<file path="config.mk">
export PLATFORM = sky130hd
export DESIGN_NAME = audio_controller
export DESIGN_NICKNAME = d
export VERILOG_FILES = /design/src/verilog/audio_pkg.sv /design/src/verilog/audio_dma_if.sv /design/src/verilog/audio_controller.sv /design/src/verilog/audio_mixer.sv /design/src/verilog/audio_dma_arbiter.sv /design/src/verilog/audio_channel.sv /design/src/verilog/audio_regs.sv
export SDC_FILE = /design/constraint.sdc
export NUM_CORES = 1
export LEC_CHECK = 0
export BUFFER_PORTS_ARGS = -buffer_cell sky130_fd_sc_hd__buf_2
export CORE_MARGIN = 3
export CORE_UTILIZATION = 40
export DETAILED_ROUTE_END_ITERATION = 8
export SYNTH_ARGS = -nofsm -noshare
export SYNTH_HDL_FRONTEND = slang
export SYNTH_HIERARCHICAL = 1
export SYNTH_SLANG_ARGS = --single-unit
</file>
<file path="constraint.sdc">
create_clock -name i_clock -period 6.89 [get_ports i_clock]
set_input_delay 0.3445 -clock i_clock [delete_from_list [all_inputs] [get_ports i_clock]]
set_output_delay 0.3445 -clock i_clock [all_outputs]
set_load 0.02 [all_outputs]
</file>
<file path="src/verilog/audio_pkg.sv">
package audio_pkg;

	localparam int NUM_CHANNELS = 2;
	localparam int COUNT_W = 24;

	// 100 MHz / (256 * 22050)
	localparam logic [31:0] RATE_RESET = 32'd17;

	typedef logic signed [15:0] sample_t;

	localparam sample_t SAMPLE_MAX = 16'sh7fff;
	localparam sample_t SAMPLE_MIN = -16'sh8000;

	// Left in the low half of a DMA word, right in the high half
	typedef struct packed {
		sample_t right;
		sample_t left;
	} stereo_t;

	typedef struct packed {
		logic [31:0]        address;
		logic [COUNT_W-1:0] count;
		logic               append;
	} descriptor_t;

	typedef enum logic [3:0] {
		REG_RATE      = 4'd0,
		REG_CH0_ADDR  = 4'd1,
		REG_CH0_COUNT = 4'd2,
		REG_CH1_ADDR  = 4'd3,
		REG_CH1_COUNT = 4'd4
	} reg_addr_e;

	// Busy bits share the channel 0 address slot on reads
	localparam reg_addr_e REG_STATUS = REG_CH0_ADDR;

endpackage
</file>
<file path="src/verilog/audio_dma_if.sv">
`timescale 1ns/100ps

interface audio_dma_if;

	logic        request;
	logic [31:0] address;
	logic        ready;
	logic [31:0] rdata;

	modport channel (
		output request,
		output address,
		input  ready,
		input  rdata
	);

	modport arbiter (
		input  request,
		input  address,
		output ready,
		output rdata
	);

endinterface

</file>
<file path="src/verilog/audio_controller.sv">
`timescale 1ns/100ps

module audio_controller (
	input  logic        i_clock,
	input  logic        i_reset,

	input  logic        i_request,
	input  logic        i_rw,
	input  logic [3:0]  i_address,
	input  logic [31:0] i_wdata,
	output logic [31:0] o_rdata,
	output logic        o_ready,

	output logic        o_dma_request,
	output logic [31:0] o_dma_address,
	input  logic        i_dma_ready,
	input  logic [31:0] i_dma_rdata,

	input  logic        i_sample_tick,
	output logic [31:0] o_sample_rate,
	output logic [15:0] o_sample_left,
	output logic [15:0] o_sample_right
);

	logic [audio_pkg::NUM_CHANNELS-1:0] busy;
	logic [audio_pkg::NUM_CHANNELS-1:0] setup_strobe;
	audio_pkg::descriptor_t             descriptor [audio_pkg::NUM_CHANNELS];
	audio_pkg::stereo_t                 channel_sample [audio_pkg::NUM_CHANNELS];
	audio_pkg::stereo_t                 mix_sample;

	audio_dma_if dma_0 ();
	audio_dma_if dma_1 ();

	audio_regs u_audio_regs (
		.i_clock        (i_clock),
		.i_reset        (i_reset),
		.i_request      (i_request),
		.i_rw           (i_rw),
		.i_address      (audio_pkg::reg_addr_e'(i_address)),
		.i_wdata        (i_wdata),
		.i_busy         (busy),
		.o_rdata        (o_rdata),
		.o_ready        (o_ready),
		.o_sample_rate  (o_sample_rate),
		.o_setup_strobe (setup_strobe),
		.o_descriptor   (descriptor)
	);

	audio_channel u_channel_0 (
		.i_clock        (i_clock),
		.i_reset        (i_reset),
		.i_setup_strobe (setup_strobe[0]),
		.i_descriptor   (descriptor[0]),
		.i_sample_tick  (i_sample_tick),
		.dma            (dma_0.channel),
		.o_busy         (busy[0]),
		.o_sample       (channel_sample[0])
	);

	audio_channel u_channel_1 (
		.i_clock        (i_clock),
		.i_reset        (i_reset),
		.i_setup_strobe (setup_strobe[1]),
		.i_descriptor   (descriptor[1]),
		.i_sample_tick  (i_sample_tick),
		.dma            (dma_1.channel),
		.o_busy         (busy[1]),
		.o_sample       (channel_sample[1])
	);

	audio_dma_arbiter u_audio_dma_arbiter (
		.i_clock       (i_clock),
		.i_reset       (i_reset),
		.i_dma_ready   (i_dma_ready),
		.i_dma_rdata   (i_dma_rdata),
		.ch0           (dma_0.arbiter),
		.ch1           (dma_1.arbiter),
		.o_dma_request (o_dma_request),
		.o_dma_address (o_dma_address)
	);

	audio_mixer u_audio_mixer (
		.i_clock    (i_clock),
		.i_reset    (i_reset),
		.i_sample_a (channel_sample[0]),
		.i_sample_b (channel_sample[1]),
		.o_sample   (mix_sample)
	);

	assign o_sample_left = mix_sample.left;
	assign o_sample_right = mix_sample.right;

endmodule

</file>
<file path="src/verilog/audio_mixer.sv">
`timescale 1ns/100ps

module audio_mixer (
	input  logic               i_clock,
	input  logic               i_reset,
	input  audio_pkg::stereo_t i_sample_a,
	input  audio_pkg::stereo_t i_sample_b,
	output audio_pkg::stereo_t o_sample
);

	logic signed [16:0] sum_left;
	logic signed [16:0] sum_right;

	function automatic audio_pkg::sample_t saturate(input logic signed [16:0] sum);
		if (sum > audio_pkg::SAMPLE_MAX) begin
			return audio_pkg::SAMPLE_MAX;
		end else if (sum < audio_pkg::SAMPLE_MIN) begin
			return audio_pkg::SAMPLE_MIN;
		end
		return sum[15:0];
	endfunction

	// One extra bit holds any sum of two samples
	assign sum_left = $signed({i_sample_a.left[15], i_sample_a.left})
		+ $signed({i_sample_b.left[15], i_sample_b.left});
	assign sum_right = $signed({i_sample_a.right[15], i_sample_a.right})
		+ $signed({i_sample_b.right[15], i_sample_b.right});

	always_ff @(posedge i_clock) begin
		if (i_reset) begin
			o_sample <= '0;
		end else begin
			o_sample.left <= saturate(sum_left);
			o_sample.right <= saturate(sum_right);
		end
	end

endmodule

</file>
<file path="src/verilog/audio_dma_arbiter.sv">
`timescale 1ns/100ps

module audio_dma_arbiter (
	input  logic        i_clock,
	input  logic        i_reset,
	input  logic        i_dma_ready,
	input  logic [31:0] i_dma_rdata,
	audio_dma_if.arbiter ch0,
	audio_dma_if.arbiter ch1,
	output logic        o_dma_request,
	output logic [31:0] o_dma_address
);

	logic [audio_pkg::NUM_CHANNELS-1:0]         request;
	logic [audio_pkg::NUM_CHANNELS-1:0]         grant_ready;
	logic [31:0]                                address [audio_pkg::NUM_CHANNELS];
	logic [$clog2(audio_pkg::NUM_CHANNELS)-1:0] pointer;
	logic [$clog2(audio_pkg::NUM_CHANNELS)-1:0] next_pointer;

	assign request = {ch1.request, ch0.request};
	assign address[0] = ch0.address;
	assign address[1] = ch1.address;

	assign next_pointer = (pointer == audio_pkg::NUM_CHANNELS - 1) ? '0 : pointer + 1'b1;

	// Ready goes only to the channel under the pointer
	always_comb begin
		grant_ready = '0;
		grant_ready[pointer] = o_dma_request && i_dma_ready;
	end

	assign ch0.ready = grant_ready[0];
	assign ch1.ready = grant_ready[1];
	assign ch0.rdata = i_dma_rdata;
	assign ch1.rdata = i_dma_rdata;

	always_ff @(posedge i_clock) begin
		if (i_reset) begin
			o_dma_request <= 1'b0;
			pointer <= '0;
		end else if (o_dma_request) begin
			if (i_dma_ready) begin
				o_dma_request <= 1'b0;
				pointer <= next_pointer;
			end
		end else if (request[pointer]) begin
			o_dma_request <= 1'b1;
			o_dma_address <= address[pointer];
		end else begin
			pointer <= next_pointer;
		end
	end

	assert property (@(posedge i_clock) disable iff (i_reset)
		!(ch0.ready && ch1.ready) && (!ch0.ready || ch0.request) && (!ch1.ready || ch1.request));

endmodule

</file>
<file path="src/verilog/audio_channel.sv">
`timescale 1ns/100ps

module audio_channel (
	input  logic                   i_clock,
	input  logic                   i_reset,
	input  logic                   i_setup_strobe,
	input  audio_pkg::descriptor_t i_descriptor,
	input  logic                   i_sample_tick,
	audio_dma_if.channel           dma,
	output logic                   o_busy,
	output audio_pkg::stereo_t     o_sample
);

	logic [31:0]                   act_address;
	logic [audio_pkg::COUNT_W-1:0] act_count;
	audio_pkg::descriptor_t        pending;
	logic                          pending_valid;
	logic                          request_q;
	logic [31:0]                   fetch_address;
	logic                          discard;
	audio_pkg::stereo_t            buffer;
	logic                          buffer_full;
	logic                          active;
	logic                          replace;

	// Pending entry counts as active in the cycle it is promoted
	assign active = (act_count != '0) || pending_valid;
	assign replace = i_setup_strobe && !i_descriptor.append;

	assign dma.request = request_q;
	assign dma.address = fetch_address;
	assign o_busy = (act_count != '0) || pending_valid || buffer_full;

	always_ff @(posedge i_clock) begin
		if (i_reset) begin
			act_count <= '0;
			pending_valid <= 1'b0;
			request_q <= 1'b0;
			discard <= 1'b0;
			buffer_full <= 1'b0;
			o_sample <= '0;
		end else begin
			// Underrun plays silence
			if (i_sample_tick) begin
				o_sample <= buffer_full ? buffer : '0;
				buffer_full <= 1'b0;
			end

			if (dma.ready) begin
				request_q <= 1'b0;
				discard <= 1'b0;
			end

			if (dma.ready && !discard && !replace) begin
				buffer <= dma.rdata;
				buffer_full <= 1'b1;
				act_address <= act_address + 32'd4;
				act_count <= act_count - 1'b1;
			end else if (!request_q && !i_setup_strobe && act_count != '0 && !buffer_full) begin
				request_q <= 1'b1;
				fetch_address <= act_address;
			end

			if (act_count == '0 && pending_valid) begin
				act_address <= pending.address;
				act_count <= pending.count;
				pending_valid <= 1'b0;
			end

			if (i_setup_strobe) begin
				if (replace || !active) begin
					act_address <= i_descriptor.address;
					act_count <= i_descriptor.count;
					pending_valid <= 1'b0;
				end else begin
					pending <= i_descriptor;
					pending_valid <= 1'b1;
				end
				if (replace) begin
					buffer_full <= 1'b0;
					// Word still in flight belongs to the old descriptor
					discard <= request_q && !dma.ready;
				end
			end
		end
	end

	assert property (@(posedge i_clock) disable iff (i_reset)
		dma.request && !dma.ready |=> dma.request && $stable(dma.address));

endmodule

</file>
<file path="src/verilog/audio_regs.sv">
`timescale 1ns/100ps

module audio_regs (
	input  logic                                 i_clock,
	input  logic                                 i_reset,
	input  logic                                 i_request,
	input  logic                                 i_rw,
	input  audio_pkg::reg_addr_e                 i_address,
	input  logic [31:0]                          i_wdata,
	input  logic [audio_pkg::NUM_CHANNELS-1:0]   i_busy,
	output logic [31:0]                          o_rdata,
	output logic                                 o_ready,
	output logic [31:0]                          o_sample_rate,
	output logic [audio_pkg::NUM_CHANNELS-1:0]   o_setup_strobe,
	output audio_pkg::descriptor_t               o_descriptor [audio_pkg::NUM_CHANNELS]
);

	logic [31:0] status;

	assign status = {{(32 - audio_pkg::NUM_CHANNELS){1'b0}}, i_busy};

	always_ff @(posedge i_clock) begin
		if (i_reset) begin
			o_ready <= 1'b0;
			o_setup_strobe <= '0;
			o_sample_rate <= audio_pkg::RATE_RESET;
		end else begin
			o_setup_strobe <= '0;
			if (i_request && !o_ready) begin
				o_ready <= 1'b1;
				o_rdata <= '0;
				if (!i_rw) begin
					case (i_address)
						audio_pkg::REG_RATE:   o_rdata <= o_sample_rate;
						audio_pkg::REG_STATUS: o_rdata <= status;
						default:               o_rdata <= '0;
					endcase
				end else begin
					case (i_address)
						audio_pkg::REG_RATE: o_sample_rate <= i_wdata;
						audio_pkg::REG_CH0_ADDR: o_descriptor[0].address <= i_wdata;
						audio_pkg::REG_CH0_COUNT: begin
							o_descriptor[0].count <= i_wdata[audio_pkg::COUNT_W-1:0];
							o_descriptor[0].append <= i_wdata[31];
							o_setup_strobe[0] <= 1'b1;
						end
						audio_pkg::REG_CH1_ADDR: o_descriptor[1].address <= i_wdata;
						audio_pkg::REG_CH1_COUNT: begin
							o_descriptor[1].count <= i_wdata[audio_pkg::COUNT_W-1:0];
							o_descriptor[1].append <= i_wdata[31];
							o_setup_strobe[1] <= 1'b1;
						end
						default: ;
					endcase
				end
			end else if (!i_request) begin
				o_ready <= 1'b0;
			end
		end
	end

	// A new access needs ready to fall first, so strobes are always isolated
	assert property (@(posedge i_clock) disable iff (i_reset)
		|o_setup_strobe |=> o_setup_strobe == '0);

endmodule

</file>
==> summary.log <==
INFO  logic_synthesis post_synthesis_simple_gate_area_fraction=0.130
INFO  grt            use_met3=0.0500
INFO  cells_and_area regMostFlops=u_audio_regs/o_descriptor
INFO  grt            first_pass_grt_wire_length=111mm
INFO  logic_synthesis mappedNetlistArea=28600um2
INFO  logic_synthesis synth_xor_xnor_area_share=0.0358
INFO  grt            antenna_found_initial=12
INFO  cells_and_area layout_top_registers=u_audio_regs/o_descriptor x114, u_channel_0/pending x56, u_channel_1/pending x56
INFO  cts            ctsRootBufferMaster=sky130_fd_sc_hd__clkbuf_16
INFO  critical_path  critical_path.reg2reg.startpoint=u_channel_0/act_count[16]$_SDFF_PP0_
INFO  logic_synthesis mappedNetlistNets=2326
INFO  grt            met2_track_utilization_from_global_routing=0.315
INFO  cts            cts.clk_slew.worst_paths=0.06ns
INFO  critical_path  reg2reg_depth=6
INFO  detailed_routing route.final.wire_length=74.0mm
INFO  pwr            maximum_ir_drop_on_the_vdd_rail=0.000220V
INFO  cells_and_area flow.area_growth_from_synthesis=14.7%
INFO  critical_path  critical-path-max-stage-delay=0.67ns
INFO  sta            finalClockSkew=0.0301ns
INFO  logic_synthesis proportion_of_register_bits_with_asynchronous_set_or_reset_after_synthesis=0
INFO  logic_synthesis ys_seq_area_frac=0.639
INFO  cts            cts_buffers=72
INFO  logic_synthesis syn-instance-count=2212
INFO  logic_synthesis synth.largest_area_cell=sky130_fd_sc_hd__edfxtp_1
INFO  logic_synthesis yosysMostFrequentCell=sky130_fd_sc_hd__edfxtp_1
INFO  cts            hold_buffer_count_at_cts=35
INFO  placed_design  placedInstanceArea=29900um2
INFO  cts            cts.repair_timing.setup_buffer_count=0
INFO  logic_synthesis synth_top_area_share=0.506
INFO  logic_synthesis synth-warning-count=6
INFO  critical_path  critPathTopFamily=simple AND/OR/NAND/NOR gates
INFO  floorplan      core_area=70400um2
INFO  pwr            power.density_cell_area=331nW/um2
INFO  cts            clockBufferDepth=3
INFO  cts            source_to_sink_clock_delay_at_the_later_pin_of_the_worst_skew_pair=0.62ns
INFO  logic_synthesis synth_commonest_cells=482 x sky130_fd_sc_hd__edfxtp_1, 189 x sky130_fd_sc_hd__dfxtp_1, 179 x sky130_fd_sc_hd__nand2_1
INFO  status         status=finished clean
INFO  cells_and_area fin_area=32800um2
INFO  logic_synthesis synth_area_in_compound_gates=0.0910
INFO  detailed_routing dr.pass1.iters=5
INFO  detailed_routing via_count=18100
INFO  min_path       worstHoldEndpoint=u_audio_regs/o_descriptor[74]$_DFFE_PP_
INFO  sta            final.hold.worst_slack=0.0123ns
INFO  placed_design  hpwlAfterDp=50.4mm
INFO  cells_and_area register_area=18300um2
INFO  critical_path  critPathArrivalTime=3.84ns
INFO  detailed_routing detail_route.drc_violations=0
INFO  floorplan      initial_utilization=0.406
INFO  sta            maxSlewViolCount=0
INFO  critical_path  crit_reg_reg_endpoint=u_channel_0/act_address[18]$_DFFE_PN_
INFO  min_path       whs_path_depth=1
INFO  logic_synthesis synth_cell_type_count=83
INFO  grt            grt_start_max_net_pins=76
INFO  critical_path  critical_path.startpoint_type=register
INFO  sta            number_of_endpoints_with_negative_hold_slack_in_the_final_report=0
INFO  logic_synthesis netlist_top_cells_area=sky130_fd_sc_hd__edfxtp_1 51%, sky130_fd_sc_hd__dfxtp_1 13%, sky130_fd_sc_hd__mux2i_1 2.5%, sky130_fd_sc_hd__nand2_1 2.4%, sky130_fd_sc_hd__nor2_1 1.9%
INFO  cts            cts_tree=yes
INFO  critical_path  critPathSlowestCell=sky130_fd_sc_hd__o21a_2
INFO  critical_path  timing.setup.critical_path_class=reg2reg
INFO  cts            post_cts.resized_instances=0
INFO  sta            grt_setup_unrepaired=false
INFO  job            max_cap_violations=0
INFO  floorplan      ioPinCount=204
INFO  sta            final_setup_viols=0
INFO  grt            global_route.usage.total=0.196
INFO  cells_and_area drive_gt1_frac=0.182
INFO  cells_and_area largest_register_ff_count=114
INFO  logic_synthesis synth_edf_count=482
INFO  sta            final.min_clock_period=3.49ns
INFO  critical_path  r2r_slack=3.40ns
INFO  critical_path  cp_cell_sequence=nor4_1 -> nand4_1 -> nor3_2 -> o21a_2 -> buf_4 -> o21ai_1
INFO  cells_and_area fillers=6360
INFO  sta            fin_crit_sh=0.507
INFO  cts            cts_htree_levels=3
INFO  detailed_routing drt-wirelength-per-cell=21.9um
INFO  critical_path  setup.worst_path.end_class=register
INFO  cells_and_area multi_input_area=9180um2
INFO  sta            worst_slew_pin_slew=1.31ns
INFO  placed_design  globalplace.congestion=0.853
INFO  critical_path  cp_max_fo=56
INFO  grt            global_route.usage.met1=0.258
INFO  floorplan      fp-row-count=97
INFO  detailed_routing detailedRoute.firstIterationViolations=1570
INFO  pwr            p_leak=11.8nW
INFO  logic_synthesis synth_top_flop_cell=sky130_fd_sc_hd__edfxtp_1
INFO  sta            relSlewSlack=0.128
INFO  logic_synthesis synth_top_family_by_area=simple AND/OR/NAND/NOR gates
INFO  floorplan      die_x=273um
INFO  logic_synthesis syn-mean-instance-area=12.9um2
INFO  sta            fin_setup_tns=0ns
INFO  detailed_routing post_drt_via_cell_ratio=5.36
INFO  sta            maxClockFrequency=286MHz
INFO  grt            grt.overflow.total=0
INFO  min_path       worstHoldPathType=in2reg
INFO  grt            grt_pass1_vias=18200
INFO  pwr            fin_total_pwr=10.9mW
INFO  cts            numClockSinks=671
INFO  detailed_routing drt.antenna.violating_nets=0
INFO  grt            grt_busiest_layer=met2
INFO  floorplan      die_area=74700um2
INFO  cells_and_area number_of_nets_in_the_finished_design=2492
INFO  critical_path  timing.critical_path.required=7.24ns
INFO  min_path       hold_path_startpoint=i_wdata[16]
INFO  critical_path  cp_num_buf_inv=1
INFO  placed_design  io_buffer_count=203
INFO  logic_synthesis synthAdderAreaFrac=0.0180
INFO  floorplan      die-height=273um
INFO  cells_and_area utilization=0.466
INFO  logic_synthesis synthMuxAreaShare=0.0428
INFO  logic_synthesis synth-seq-cells=671
## final cells by class
class,count,area share
sequential,671,0.557
multi-input combinational,1350,0.280
clock buffer,94,0.0606
timing repair buffer,268,0.0487
tap,940,0.0359
clock inverter,38,0.0157
inverter,15,0.00172
antenna,4,0.000305
## cells in the final DEF, fill, tap and decap left out, types with 17 or more instances in the layout
master,instances
sky130_fd_sc_hd__nand4_1,31
sky130_fd_sc_hd__nor4_1,28
sky130_fd_sc_hd__xnor2_1,59
sky130_fd_sc_hd__nand3_1,48
sky130_fd_sc_hd__ha_1,38
sky130_fd_sc_hd__dlygate4sd3_1,35
sky130_fd_sc_hd__nor2_1,144
sky130_fd_sc_hd__mux2_4,26
sky130_fd_sc_hd__o31ai_1,18
sky130_fd_sc_hd__nand2b_1,76
sky130_fd_sc_hd__xor2_1,56
sky130_fd_sc_hd__nor3_1,50
sky130_fd_sc_hd__o21ai_0,17
sky130_fd_sc_hd__buf_2,202
sky130_fd_sc_hd__edfxtp_1,482
sky130_fd_sc_hd__and2_1,38
sky130_fd_sc_hd__mux2i_1,72
sky130_fd_sc_hd__o21ai_1,86
sky130_fd_sc_hd__dfxtp_1,188
sky130_fd_sc_hd__o211ai_1,30
sky130_fd_sc_hd__a211o_1,26
sky130_fd_sc_hd__nand2_1,179
sky130_fd_sc_hd__a21oi_1,77
sky130_fd_sc_hd__a22oi_1,64
sky130_fd_sc_hd__buf_4,30
sky130_fd_sc_hd__clkbuf_16,74
## through the flow
| step | instances | setup slack, ns |
|---|---|---|
| after floorplan | 2212 | 2.38 |
| after global placement | 3209 | 3.50 |
| after detailed placement | 3209 | 3.45 |
| after CTS | 3376 | 3.42 |
| after global routing | 3376 | 3.14 |
| final | 3380 | 3.40 |
## how the worst max path moves through the flow
stage	startpoint	to	slack, ns	depth (start not counted)
floorplan	u_channel_0/act_count[0]$_SDFF_PP0_	u_channel_0/pending[10]$_DFFE_PP_	2.38	6
global placement	u_channel_0/act_count[16]$_SDFF_PP0_	u_channel_0/act_address[21]$_DFFE_PN_	3.50	6
detailed placement	u_channel_0/act_count[16]$_SDFF_PP0_	u_channel_0/act_address[18]$_DFFE_PN_	3.45	6
CTS	u_channel_1/act_count[16]$_SDFF_PP0_	u_channel_1/act_address[6]$_DFFE_PN_	3.42	6
global route	u_channel_0/act_count[16]$_SDFF_PP0_	u_channel_0/act_address[18]$_DFFE_PN_	3.14	6
finish	u_channel_0/act_count[16]$_SDFF_PP0_	u_channel_0/act_address[18]$_DFFE_PN_	3.40	6
## metal layers
metal	routed length, um	vias up
li1	-	8474
met1	31300	8842
met3	6160	140
met2	34200	646
met4	2310	4
met5	23	-
## cells by family (layout without fill, tap and decap cells)
kind of cell               after synthesis  in the layout
buffers and inverters                  191            415
and+or+nand+nor                        697            697
xor gates and xnor gates               116            116
AOI/OAI and AO/OA                      389            389
adders and majority gates               40             40
DFF                                    671            671
other                                    0              4
muxes                                  108            108
## worst register-to-register path, cell delays in order (launching register included)
cell and delay (ns):
sky130_fd_sc_hd__dfxtp_1 0.36, sky130_fd_sc_hd__nor4_1 0.60, sky130_fd_sc_hd__nand4_1 0.28, sky130_fd_sc_hd__nor3_2 0.47, sky130_fd_sc_hd__o21a_2 0.67, sky130_fd_sc_hd__buf_4 0.63
sky130_fd_sc_hd__o21ai_1 0.21
## power by group
part	internal (mW)	leakage (nW)	switching, mW
Clock	2.46	1.22	1.60
Sequential	4.80	5.94	0.221
Combinational	0.686	4.67	1.10
Total	7.95	11.8	2.92
No activity file was read; power rests on OpenSTA's default activity.
